## src/verilog/pipeSettings_settings.svh

```systemverilog
// ------------------------------------------------------------
// width and field macros for the pipeline control unit
// ------------------------------------------------------------
`ifndef PIPE_SETTINGS_SVH
`define PIPE_SETTINGS_SVH

// instruction word layout
`define INSTR_WIDTH 8 // full instruction byte
`define OPCODE_WIDTH 4 // low nibble, op field
`define REG_SEL_WIDTH 2 // regA and regB fields

// ori writes a fixed register
`define ORI_DEST_REG 1 // r1 is the ori destination

`endif

```

## src/verilog/pipePkg.sv

```systemverilog
// ------------------------------------------------------------
// opcode class and alu select enums, control structs,
// nop constant and the shared instruction decode function
// ------------------------------------------------------------
`default_nettype none

`include "pipeSettings_settings.svh"

package pipePkg;

	// ------------------------------------------------------------
	// instruction word
	// ------------------------------------------------------------
	typedef struct packed {
		logic [`REG_SEL_WIDTH-1:0] regA; // bits 7:6, dest or offset high
		logic [`REG_SEL_WIDTH-1:0] regB; // bits 5:4, source or offset low
		logic [`OPCODE_WIDTH-1:0] op; // bits 3:0
	} instrT;

	// decoded instruction kinds
	typedef enum logic [3:0] {
		opLoad,
		opStore,
		opAdd,
		opSub,
		opNand,
		opOri,
		opShift,
		opBz,
		opBnz,
		opBpz,
		opStop,
		opNop,
		opIllegal // anything not in the table
	} opClassT;

	// alu operation codes as the datapath expects them
	typedef enum logic [2:0] {
		aluAdd = 3'b000,
		aluSub = 3'b001,
		aluOri = 3'b010,
		aluNand = 3'b011,
		aluShift = 3'b100
	} aluOpT;

	typedef enum logic {
		aluIn1Reg = 1'b0, // register file port
		aluIn1Pc = 1'b1 // branch target base
	} aluIn1SelT;

	typedef enum logic [2:0] {
		aluIn2Reg = 3'd0, // register file port
		aluIn2Offset = 3'd2, // sign-extended branch offset
		aluIn2Imm = 3'd3, // ori immediate
		aluIn2Shamt = 3'd4 // shift amount field
	} aluIn2SelT;

	// ------------------------------------------------------------
	// control bundles
	// ------------------------------------------------------------
	typedef struct packed {
		logic memRead;
		logic memWrite;
		logic mdrLoad;
		logic flagWrite; // update n and z
		aluIn1SelT aluIn1Sel;
		aluIn2SelT aluIn2Sel;
		aluOpT aluOp;
	} execCtrlT;

	typedef struct packed {
		logic rfWrite; // register file write enable
		logic regIn; // 1 picks mdr, 0 picks alu out
		logic rwSel; // 1 forces write reg to r1
	} wbCtrlT;

	typedef struct packed {
		logic aluIn1; // take wb result on alu input 1
		logic aluIn2;
		logic memData; // store data from wb result
		logic memAddress;
	} bypassT;

	// bubble used at reset and on squash
	localparam instrT nopInstr = '{regA: '0, regB: '0, op: 4'b1010};

	// opcode to class, full nibble first then 3-bit forms
	function automatic opClassT decodeOp(input instrT instr);
		opClassT cls;
		case (instr.op)
			4'b0000: cls = opLoad;
			4'b0010: cls = opStore;
			4'b0100: cls = opAdd;
			4'b0110: cls = opSub;
			4'b1000: cls = opNand;
			4'b0101: cls = opBz;
			4'b1001: cls = opBnz;
			4'b1101: cls = opBpz;
			4'b0001: cls = opStop;
			4'b1010: cls = opNop;
			default:
			begin
				case (instr.op[2:0])
					3'b111: cls = opOri; // immediate in upper bits
					3'b011: cls = opShift;
					default: cls = opIllegal;
				endcase
			end
		endcase
		return cls;
	endfunction

endpackage

`default_nettype wire

```

## src/verilog/executeDecode.sv

```systemverilog
// ------------------------------------------------------------
// execute stage controls, branch resolution, sticky halt
// ------------------------------------------------------------
`timescale 1ns/1ps
`default_nettype none

`include "pipeSettings_settings.svh"

module executeDecode
(
	input logic clock,
	input logic reset,
	input pipePkg::instrT ir2,
	input logic flagN,
	input logic flagZ,
	output pipePkg::execCtrlT execCtrl,
	output logic pcSel, // branch taken, also squashes ir1 and ir2
	output logic halted
);
	import pipePkg::*;

	opClassT opClass;
	logic [`INSTR_WIDTH-`OPCODE_WIDTH-1:0] offset; // regA and regB joined
	logic isBranch;
	logic condMet; // flag test for this branch kind
	logic haltReq;
	execCtrlT ctrl; // ungated decode

	assign opClass = decodeOp(ir2);
	assign offset = {ir2.regA, ir2.regB};
	assign isBranch = opClass inside {opBz, opBnz, opBpz};

	// zero offset branch is a self loop, treated like stop
	assign haltReq = (opClass == opStop) || (isBranch && offset == '0);

	// ------------------------------------------------------------
	// halt register
	// ------------------------------------------------------------
	always_ff @(posedge clock or posedge reset)
	begin
		if (reset)
			halted <= 1'b0;
		else if (haltReq)
			halted <= 1'b1; // held until reset
	end

	// ------------------------------------------------------------
	// control decode
	// ------------------------------------------------------------
	always_comb
	begin
		ctrl = '0; // illegal, nop, stop fall through here
		case (opClass)
			opLoad:
			begin
				ctrl.memRead = 1'b1;
				ctrl.mdrLoad = 1'b1; // capture read data
			end
			opStore: ctrl.memWrite = 1'b1;
			opAdd, opSub, opNand:
			begin
				ctrl.flagWrite = 1'b1;
				ctrl.aluIn2Sel = aluIn2Reg;
				ctrl.aluOp = (opClass == opAdd) ? aluAdd :
					(opClass == opSub) ? aluSub : aluNand;
			end
			opShift:
			begin
				ctrl.flagWrite = 1'b1;
				ctrl.aluIn2Sel = aluIn2Shamt;
				ctrl.aluOp = aluShift;
			end
			opOri:
			begin
				ctrl.flagWrite = 1'b1;
				ctrl.aluIn2Sel = aluIn2Imm;
				ctrl.aluOp = aluOri;
			end
			opBz, opBnz, opBpz:
			begin
				ctrl.aluIn1Sel = aluIn1Pc; // pc + offset, flags untouched
				ctrl.aluIn2Sel = aluIn2Offset;
				ctrl.aluOp = aluAdd;
			end
			default: ;
		endcase
	end

	always_comb
	begin
		case (opClass)
			opBz: condMet = flagZ;
			opBnz: condMet = !flagZ;
			opBpz: condMet = !flagN; // positive or zero
			default: condMet = 1'b0;
		endcase
	end

	// nothing issues once halted
	assign execCtrl = halted ? '0 : ctrl;
	assign pcSel = condMet && (offset != '0) && !halted;

	// memory port is single ported
	assert property (@(posedge clock) disable iff (reset)
		!(execCtrl.memRead && execCtrl.memWrite))
		else $error("memRead and memWrite both high");

endmodule

`default_nettype wire

```

## src/verilog/forwardUnit.sv

```systemverilog
// ------------------------------------------------------------
// forwarding selects for alu inputs and data memory ports
// ------------------------------------------------------------
`timescale 1ns/1ps
`default_nettype none

`include "pipeSettings_settings.svh"

module forwardUnit
(
	input pipePkg::instrT ir2, // consumer, execute stage
	input pipePkg::instrT ir3, // producer, writeback stage
	output pipePkg::bypassT bypass
);
	import pipePkg::*;

	opClassT cls2;
	opClassT cls3;
	logic producer; // ir3 writes an alu result this cycle
	logic [`REG_SEL_WIDTH-1:0] dest; // register ir3 writes

	assign cls2 = decodeOp(ir2);
	assign cls3 = decodeOp(ir3);

	// loads are not forwarded, data arrives too late
	assign producer = cls3 inside {opAdd, opSub, opNand, opShift, opOri};
	assign dest = (cls3 == opOri) ? `REG_SEL_WIDTH'(`ORI_DEST_REG) : ir3.regA;

	always_comb
	begin
		bypass = '0;
		if (producer)
		begin
			case (cls2)
				opAdd, opSub, opNand:
				begin
					bypass.aluIn1 = (ir2.regA == dest);
					bypass.aluIn2 = (ir2.regB == dest);
				end
				opShift: bypass.aluIn1 = (ir2.regA == dest); // shifts regA in place
				opOri: bypass.aluIn1 = (dest == `REG_SEL_WIDTH'(`ORI_DEST_REG)); // reads r1
				opStore:
				begin
					bypass.memData = (ir2.regA == dest); // value to store
					bypass.memAddress = (ir2.regB == dest);
				end
				opLoad: bypass.memAddress = (ir2.regB == dest);
				default: ; // branches, nop, stop read nothing forwardable
			endcase
		end
	end

endmodule

`default_nettype wire

```

## src/verilog/pipelineControl.sv

```systemverilog
// ------------------------------------------------------------
// pipeline control top, instruction registers ir1..ir3,
// branch squash and the three stage decoders
// ------------------------------------------------------------
`timescale 1ns/1ps
`default_nettype none

module pipelineControl
(
	input logic clock,
	input logic reset,
	input pipePkg::instrT fetchedInstr,
	input logic flagN,
	input logic flagZ,
	output pipePkg::execCtrlT execCtrl,
	output pipePkg::wbCtrlT wbCtrl,
	output pipePkg::bypassT bypass,
	output logic pcSel,
	output logic halted
);
	import pipePkg::*;

	instrT ir1; // register read
	instrT ir2; // execute
	instrT ir3; // writeback

	// ------------------------------------------------------------
	// instruction registers
	// ------------------------------------------------------------
	always_ff @(posedge clock or posedge reset)
	begin
		if (reset)
		begin
			ir1 <= nopInstr;
			ir2 <= nopInstr;
			ir3 <= nopInstr;
		end
		else
		begin
			ir3 <= ir2; // branch itself still retires
			if (pcSel)
			begin
				ir1 <= nopInstr; // kill both younger slots
				ir2 <= nopInstr;
			end
			else
			begin
				ir1 <= fetchedInstr;
				ir2 <= ir1;
			end
		end
	end

	// ------------------------------------------------------------
	// stage decoders
	// ------------------------------------------------------------
	executeDecode uExecute
	(
		.clock(clock),
		.reset(reset),
		.ir2(ir2),
		.flagN(flagN),
		.flagZ(flagZ),
		.execCtrl(execCtrl),
		.pcSel(pcSel),
		.halted(halted)
	);

	writebackDecode uWriteback
	(
		.ir3(ir3),
		.wbCtrl(wbCtrl)
	);

	forwardUnit uForward
	(
		.ir2(ir2),
		.ir3(ir3),
		.bypass(bypass)
	);

	// taken branch leaves bubbles behind it
	assert property (@(posedge clock) disable iff (reset)
		pcSel |=> (ir1 == nopInstr) && (ir2 == nopInstr))
		else $error("squash did not clear ir1 and ir2");

endmodule

`default_nettype wire

```

## src/verilog/writebackDecode.sv

```systemverilog
// ------------------------------------------------------------
// writeback stage controls decoded from ir3
// ------------------------------------------------------------
`timescale 1ns/1ps
`default_nettype none

module writebackDecode
(
	input pipePkg::instrT ir3,
	output pipePkg::wbCtrlT wbCtrl
);
	import pipePkg::*;

	opClassT opClass;

	assign opClass = decodeOp(ir3);

	always_comb
	begin
		wbCtrl = '0; // store, branches, nop, stop write nothing
		case (opClass)
			opAdd, opSub, opNand, opShift: wbCtrl.rfWrite = 1'b1; // alu result to regA
			opOri:
			begin
				wbCtrl.rfWrite = 1'b1;
				wbCtrl.rwSel = 1'b1; // dest forced to r1
			end
			opLoad:
			begin
				wbCtrl.rfWrite = 1'b1;
				wbCtrl.regIn = 1'b1; // take mdr
			end
			default: ;
		endcase
	end

endmodule

`default_nettype wire
```

## config.mk

```make
export PLATFORM = sky130hd
export DESIGN_NAME = pipelineControl
export DESIGN_NICKNAME = d
export VERILOG_FILES = /design/src/verilog/pipePkg.sv /design/src/verilog/executeDecode.sv /design/src/verilog/forwardUnit.sv /design/src/verilog/pipelineControl.sv /design/src/verilog/writebackDecode.sv
export VERILOG_INCLUDE_DIRS = /design/src /design/src/verilog
export SDC_FILE = /design/constraint.sdc
export NUM_CORES = 1
export LEC_CHECK = 0
export BUFFER_PORTS_ARGS = -buffer_cell sky130_fd_sc_hd__buf_2
export CAP_MARGIN = 20
export CORE_AREA = 2 2 78 43
export CTS_CLUSTER_DIAMETER = 60
export DETAILED_ROUTE_END_ITERATION = 12
export DIE_AREA = 0 0 80 45
export PLACE_DENSITY = 0.69
export SKIP_CTS_REPAIR_TIMING = 1
export SYNTH_ARGS = -nofsm -noshare
export SYNTH_HDL_FRONTEND = slang
export SYNTH_SLANG_ARGS = --single-unit
```

## constraint.sdc

```tcl
create_clock -name clock -period 1.6 [get_ports clock]
set_clock_uncertainty 0.1 [all_clocks]
set_input_delay 0.08 -clock clock [delete_from_list [all_inputs] [get_ports clock]]
set_output_delay 0.08 -clock clock [all_outputs]
set_load 0.01 [all_outputs]
```

# Word level (Yosys, flattened, before mapping)
# Cells that the tools add are included.
[word_totals]
register_bits = 23
output_inout_bits = 20
[classes]
n_eq_ne = 40
n_mux = 24
reduce_logical = 21
[op_table]
columns = ["op", "count"]
rows = [
  ["4-bit one-hot mux with 10 select lines", 2],
  ["4-bit by 3-bit == test with 1-bit output, second input constant", 13],
  ["4-bit == test, second input constant", 11],
  ["4-bit by 2-bit == test with 1-bit output, second input constant", 6],
  ["6-bit one-hot mux with 4 select lines", 1],
  ["4-bit logical NOT", 5],
  ["8-bit two-way mux", 2],
  ["4-bit one-hot mux with 2 select lines", 2],
  ["4-bit by 1-bit == test with 1-bit output, second input constant", 3],
  ["11-bit two-way mux", 1],
  ["1-bit two-way mux", 10],
  ["3-bit by 2-bit == test with 1-bit output, second input constant", 2],
  ["3-bit == test, second input constant", 2],
  ["3-bit OR reduction", 2],
  ["6-bit OR reduction", 1],
  ["5-bit nonzero test", 1],
  ["5-bit OR reduction", 1],
  ["2-bit == test", 2],
  ["2-bit two-way mux", 2],
  ["4-bit two-way mux", 1],
  ["4-bit nonzero test", 1],
  ["4-bit OR reduction", 1],
  ["1-bit logical AND", 3],
  ["1-bit logical NOT", 3],
  ["other kinds (7)", 7],
]

# Depth between registers and ports, before layout
[depth]
word_depth = 8
ltp_mapped = 6
ltp_nobuf = 4

# Hierarchy
# From an unflattened synthesis, not the netlist that was laid out.
[hier_totals]
hier_cells = 121
area_unflattened_um2 = 1277.5
[modules_own_cells]
columns = ["mod", "instances", "cells_each", "area_each_um2", "seq_area_each_um2"]
rows = [
  ["pipelineControl", 1, 42, 730.7, 608.1],
  ["forwardUnit", 1, 39, 254.0, 0.0],
  ["executeDecode", 1, 35, 251.5, 25.0],
  ["writebackDecode", 1, 5, 41.3, 0.0],
]

# Worst setup path before layout
# Ideal clock, no wire load.
[synth_timing]
path_kind = "register -> output"
startpoint = "register ir3[3] (netlist name)"
endpoint = "output bypass[0] (netlist name)"
arrival_ns = 1.453
setup_slack_ns = -0.033
stages_incl_launch_ff = 5
path_buffers = 0
cell_sequence = "dfstp_2 -> or3b_1 -> a21oi_1 -> a21oi_1 -> nor4b_2"
[synth_rtl]
columns = ["item", "line_no", "text"]
rows = [
  ["end, declared", "pipelineControl.sv:17", "output pipePkg::bypassT bypass,"],
]

==> metrics <==
YS warnings 0; number of synthesized register bits 23; RSZ-0062 raised after global routing yes; R2R cell count 6; H-tree Lvls 1; vias in the first global route between 800 and 900; r2r endpoint ir2[0]$_DFF_PP0_; r2r setup slk 20 ps; share of cells above drive strength 1 0.5795; normalized max-slew margin 0.7739; root buf cell clkbuf_8; drt via density 4.931; Max Slew Vio Count 0; Layout Nets between 150 and 200; Worst Setup EP bypass[0]; Die Y 45 um; via count between 1000 and 1500; Syn-to-layout area delta 59.61%; core area 0.002873 mm^2; Achievable Freq slightly below 500 MHz; HPWL Detailed ~1900 um; final setup violation count 11; total chip power ~1.4 mW; clk slew on worst S/H paths around 80 ps; CP Launch Point ir3[3]$_DFF_PP1_; Cells after Synth between 100 and 150; Tcrit/Tclk final 1.260; starting density of the core 0.4011; unique cell type count in the Yosys netlist 35; clock tree sinks 23; 1st-iter DRT viols 48; 1st-pass router iterations 4; Setup WS post-layout -416.3 ps; Worst Path Arrival ~1800 ps; hold crit path type input pin to register; Synth Net Count approximately 130; worst skew pair latency 260 ps; number of max-cap violations 0; Final Hold Vio Count 0; Cell Rows 14; Fin Setup TNS -2070 ps; GR Overflow Total 0; cell area after synthesis between 0.001 and 0.0015 mm^2; drt wl/cell ~13 um; Slew @ Worst Pin ~340 ps; critical path capture point type output port; CTS buffer count 3; CTS tree built; GRT Util Overall 0.1429; Leak between 0.8 and 0.9 nW; initial antenna violation count 0; Antenna Nets Post-Route 0; die area roughly 0.0036 mm^2; Crit Reg-Reg Startpoint ir2[3]$_DFF_PP1_; Peak VDD IR approximately 800 uV; first-pass GRT wire length approximately 3900 um; largest net degree at the start of global routing 24; critical path class register to output port; Buffers on Ports 31; failing checks setup timing; Hold WS between 150 and 200 ps; critical path startpoint category register; # IOs 32; power density cells between 700 and 800 mW/mm^2; status finished, violations left; GP Congestion between 0.8 and 0.9; minimum clock period between 2000 and 2500 ps; register area share after synthesis 0.5060; Syn Area/Cell about 9.8 um^2; crit-path max FO 4; CTS Buffer Depth 2; drt total wl around 2800 um; drt drc 0; Finished Core Util 0.6402; die width around 80 um; dpl ws -140.4 ps; critical path data required time approximately 1400 ps; n_diodes 0
-- cells by family after synthesis --
logic type,Yosys count,synth area share
xor+xnor,1,0.007602
mux,2,0.01737
simple gates,55,0.2942
flops,23,0.5060
compound gates,22,0.1205
buf+inv,14,0.05427
-- cells in the final DEF, fill, tap and decap left out, types with 4 or more instances in the layout --
master         count
a31oi_1            4
dfrtp_1           14
and2_4             9
inv_1              4
and2_1             4
a21oi_2            4
dfstp_2            6
dlygate4sd3_1      9
a21oi_1            4
buf_6             10
nor2_1             6
buf_4             14
buf_2             30
nand2b_1           8
-- power breakdown --
group	leakage (nW)	switching (mW)	internal, mW	total, mW
Clock	0.0255	0.171	0.173	0.344
Combinational	0.556	0.171	0.204	0.375
Sequential	0.259	0.0734	0.643	0.717
-- through the flow --
| step | area, um^2 | instances |
|---|---|---|
| 2_1_floorplan | 1165 | 117 |
| 3_3_place_gp | 1425 | 193 |
| 3_5_place_dp | 1425 | 193 |
| 4_1_cts | 1471 | 197 |
| 5_1_grt | 1839 | 216 |
| 6_report | 1839 | 216 |
-- worst min path at each step --
stage,slack [ps],from,cells after the start,end
2_1_floorplan,-20,reset,1,ir1[0]$_DFF_PP0_
3_3_place_gp,20,reset,3,ir1[4]$_DFF_PP0_
3_5_place_dp,30,reset,3,ir1[6]$_DFF_PP0_
4_1_cts,-260,reset,3,ir1[6]$_DFF_PP0_
5_1_grt,170,flagN,5,ir2[1]$_DFF_PP1_
6_report,150,flagN,5,ir2[3]$_DFF_PP1_
-- area by class of cell --
class	count	area (um^2)
Multi-Input combinational cell	80	675.6
Clock buffer	3	41.29
Tap cell	40	50.05
Fill cell	236	1033
Timing Repair Buffer	63	457.9
Sequential cell	23	586.8
Inverter	6	22.52
Clock inverter	1	5.005
-- worst max-delay path: stages, from the launching register on --
cell and delay, ps:
dfstp_2 540, or3b_1 360, a21oi_2 150, a21oi_2 80
nor4b_2 280, buf_2 170
-- state kept, by name, indices dropped and copies added (netlist names) --
signal,count
ir1,8
ir2,8
ir3,6
uExecute.halted,1
-- cell usage after synthesis --
cell type  instances  area, um^2
nand2b_1           9       56.30
xnor2_1            1       8.760
clkbuf_1           3       11.26
a31oi_1            4       25.02
clkbuf_2           1       5.000
inv_1              6       22.52
nand3b_1           2       15.01
nor4b_2            1       15.01
o21bai_1           1       7.510
o21ai_0            2       10.01
nor4_1             3       18.77
nor3_1             3       15.01
o21a_1             3       22.52
nand3_1            2       10.01
buf_2              1       5.000
and2_1            13       81.33
nor4b_1            2       17.52
nor4_2             1       12.51
nand2_1            4       15.01
or2_2              1       6.260
a21o_1             1       7.510
nor2_1             8       30.03
and3_1             1       6.260
buf_4              2       15.01
o31ai_1            1       7.510
buf_1              1       3.750
a21oi_1            8       40.04
nor3_2             1       10.01
dfrtp_1           17       425.4
mux2i_1            2       20.02
dfstp_2            6       157.7
nand4_1            2       12.51
or3b_1             2       17.52
o221a_2            1       11.26
a211oi_1           1       7.510
-- layer usage --
| metal | wire [um] | track usage |
|---|---|---|
| met5 | 0 | 0 |
| met4 | 21 | 0.02373 |
| met1 | 1194 | 0.1912 |
| met3 | 222 | 0.04200 |
| met2 | 1365 | 0.2400 |
(Power assumes the default switching activity.)
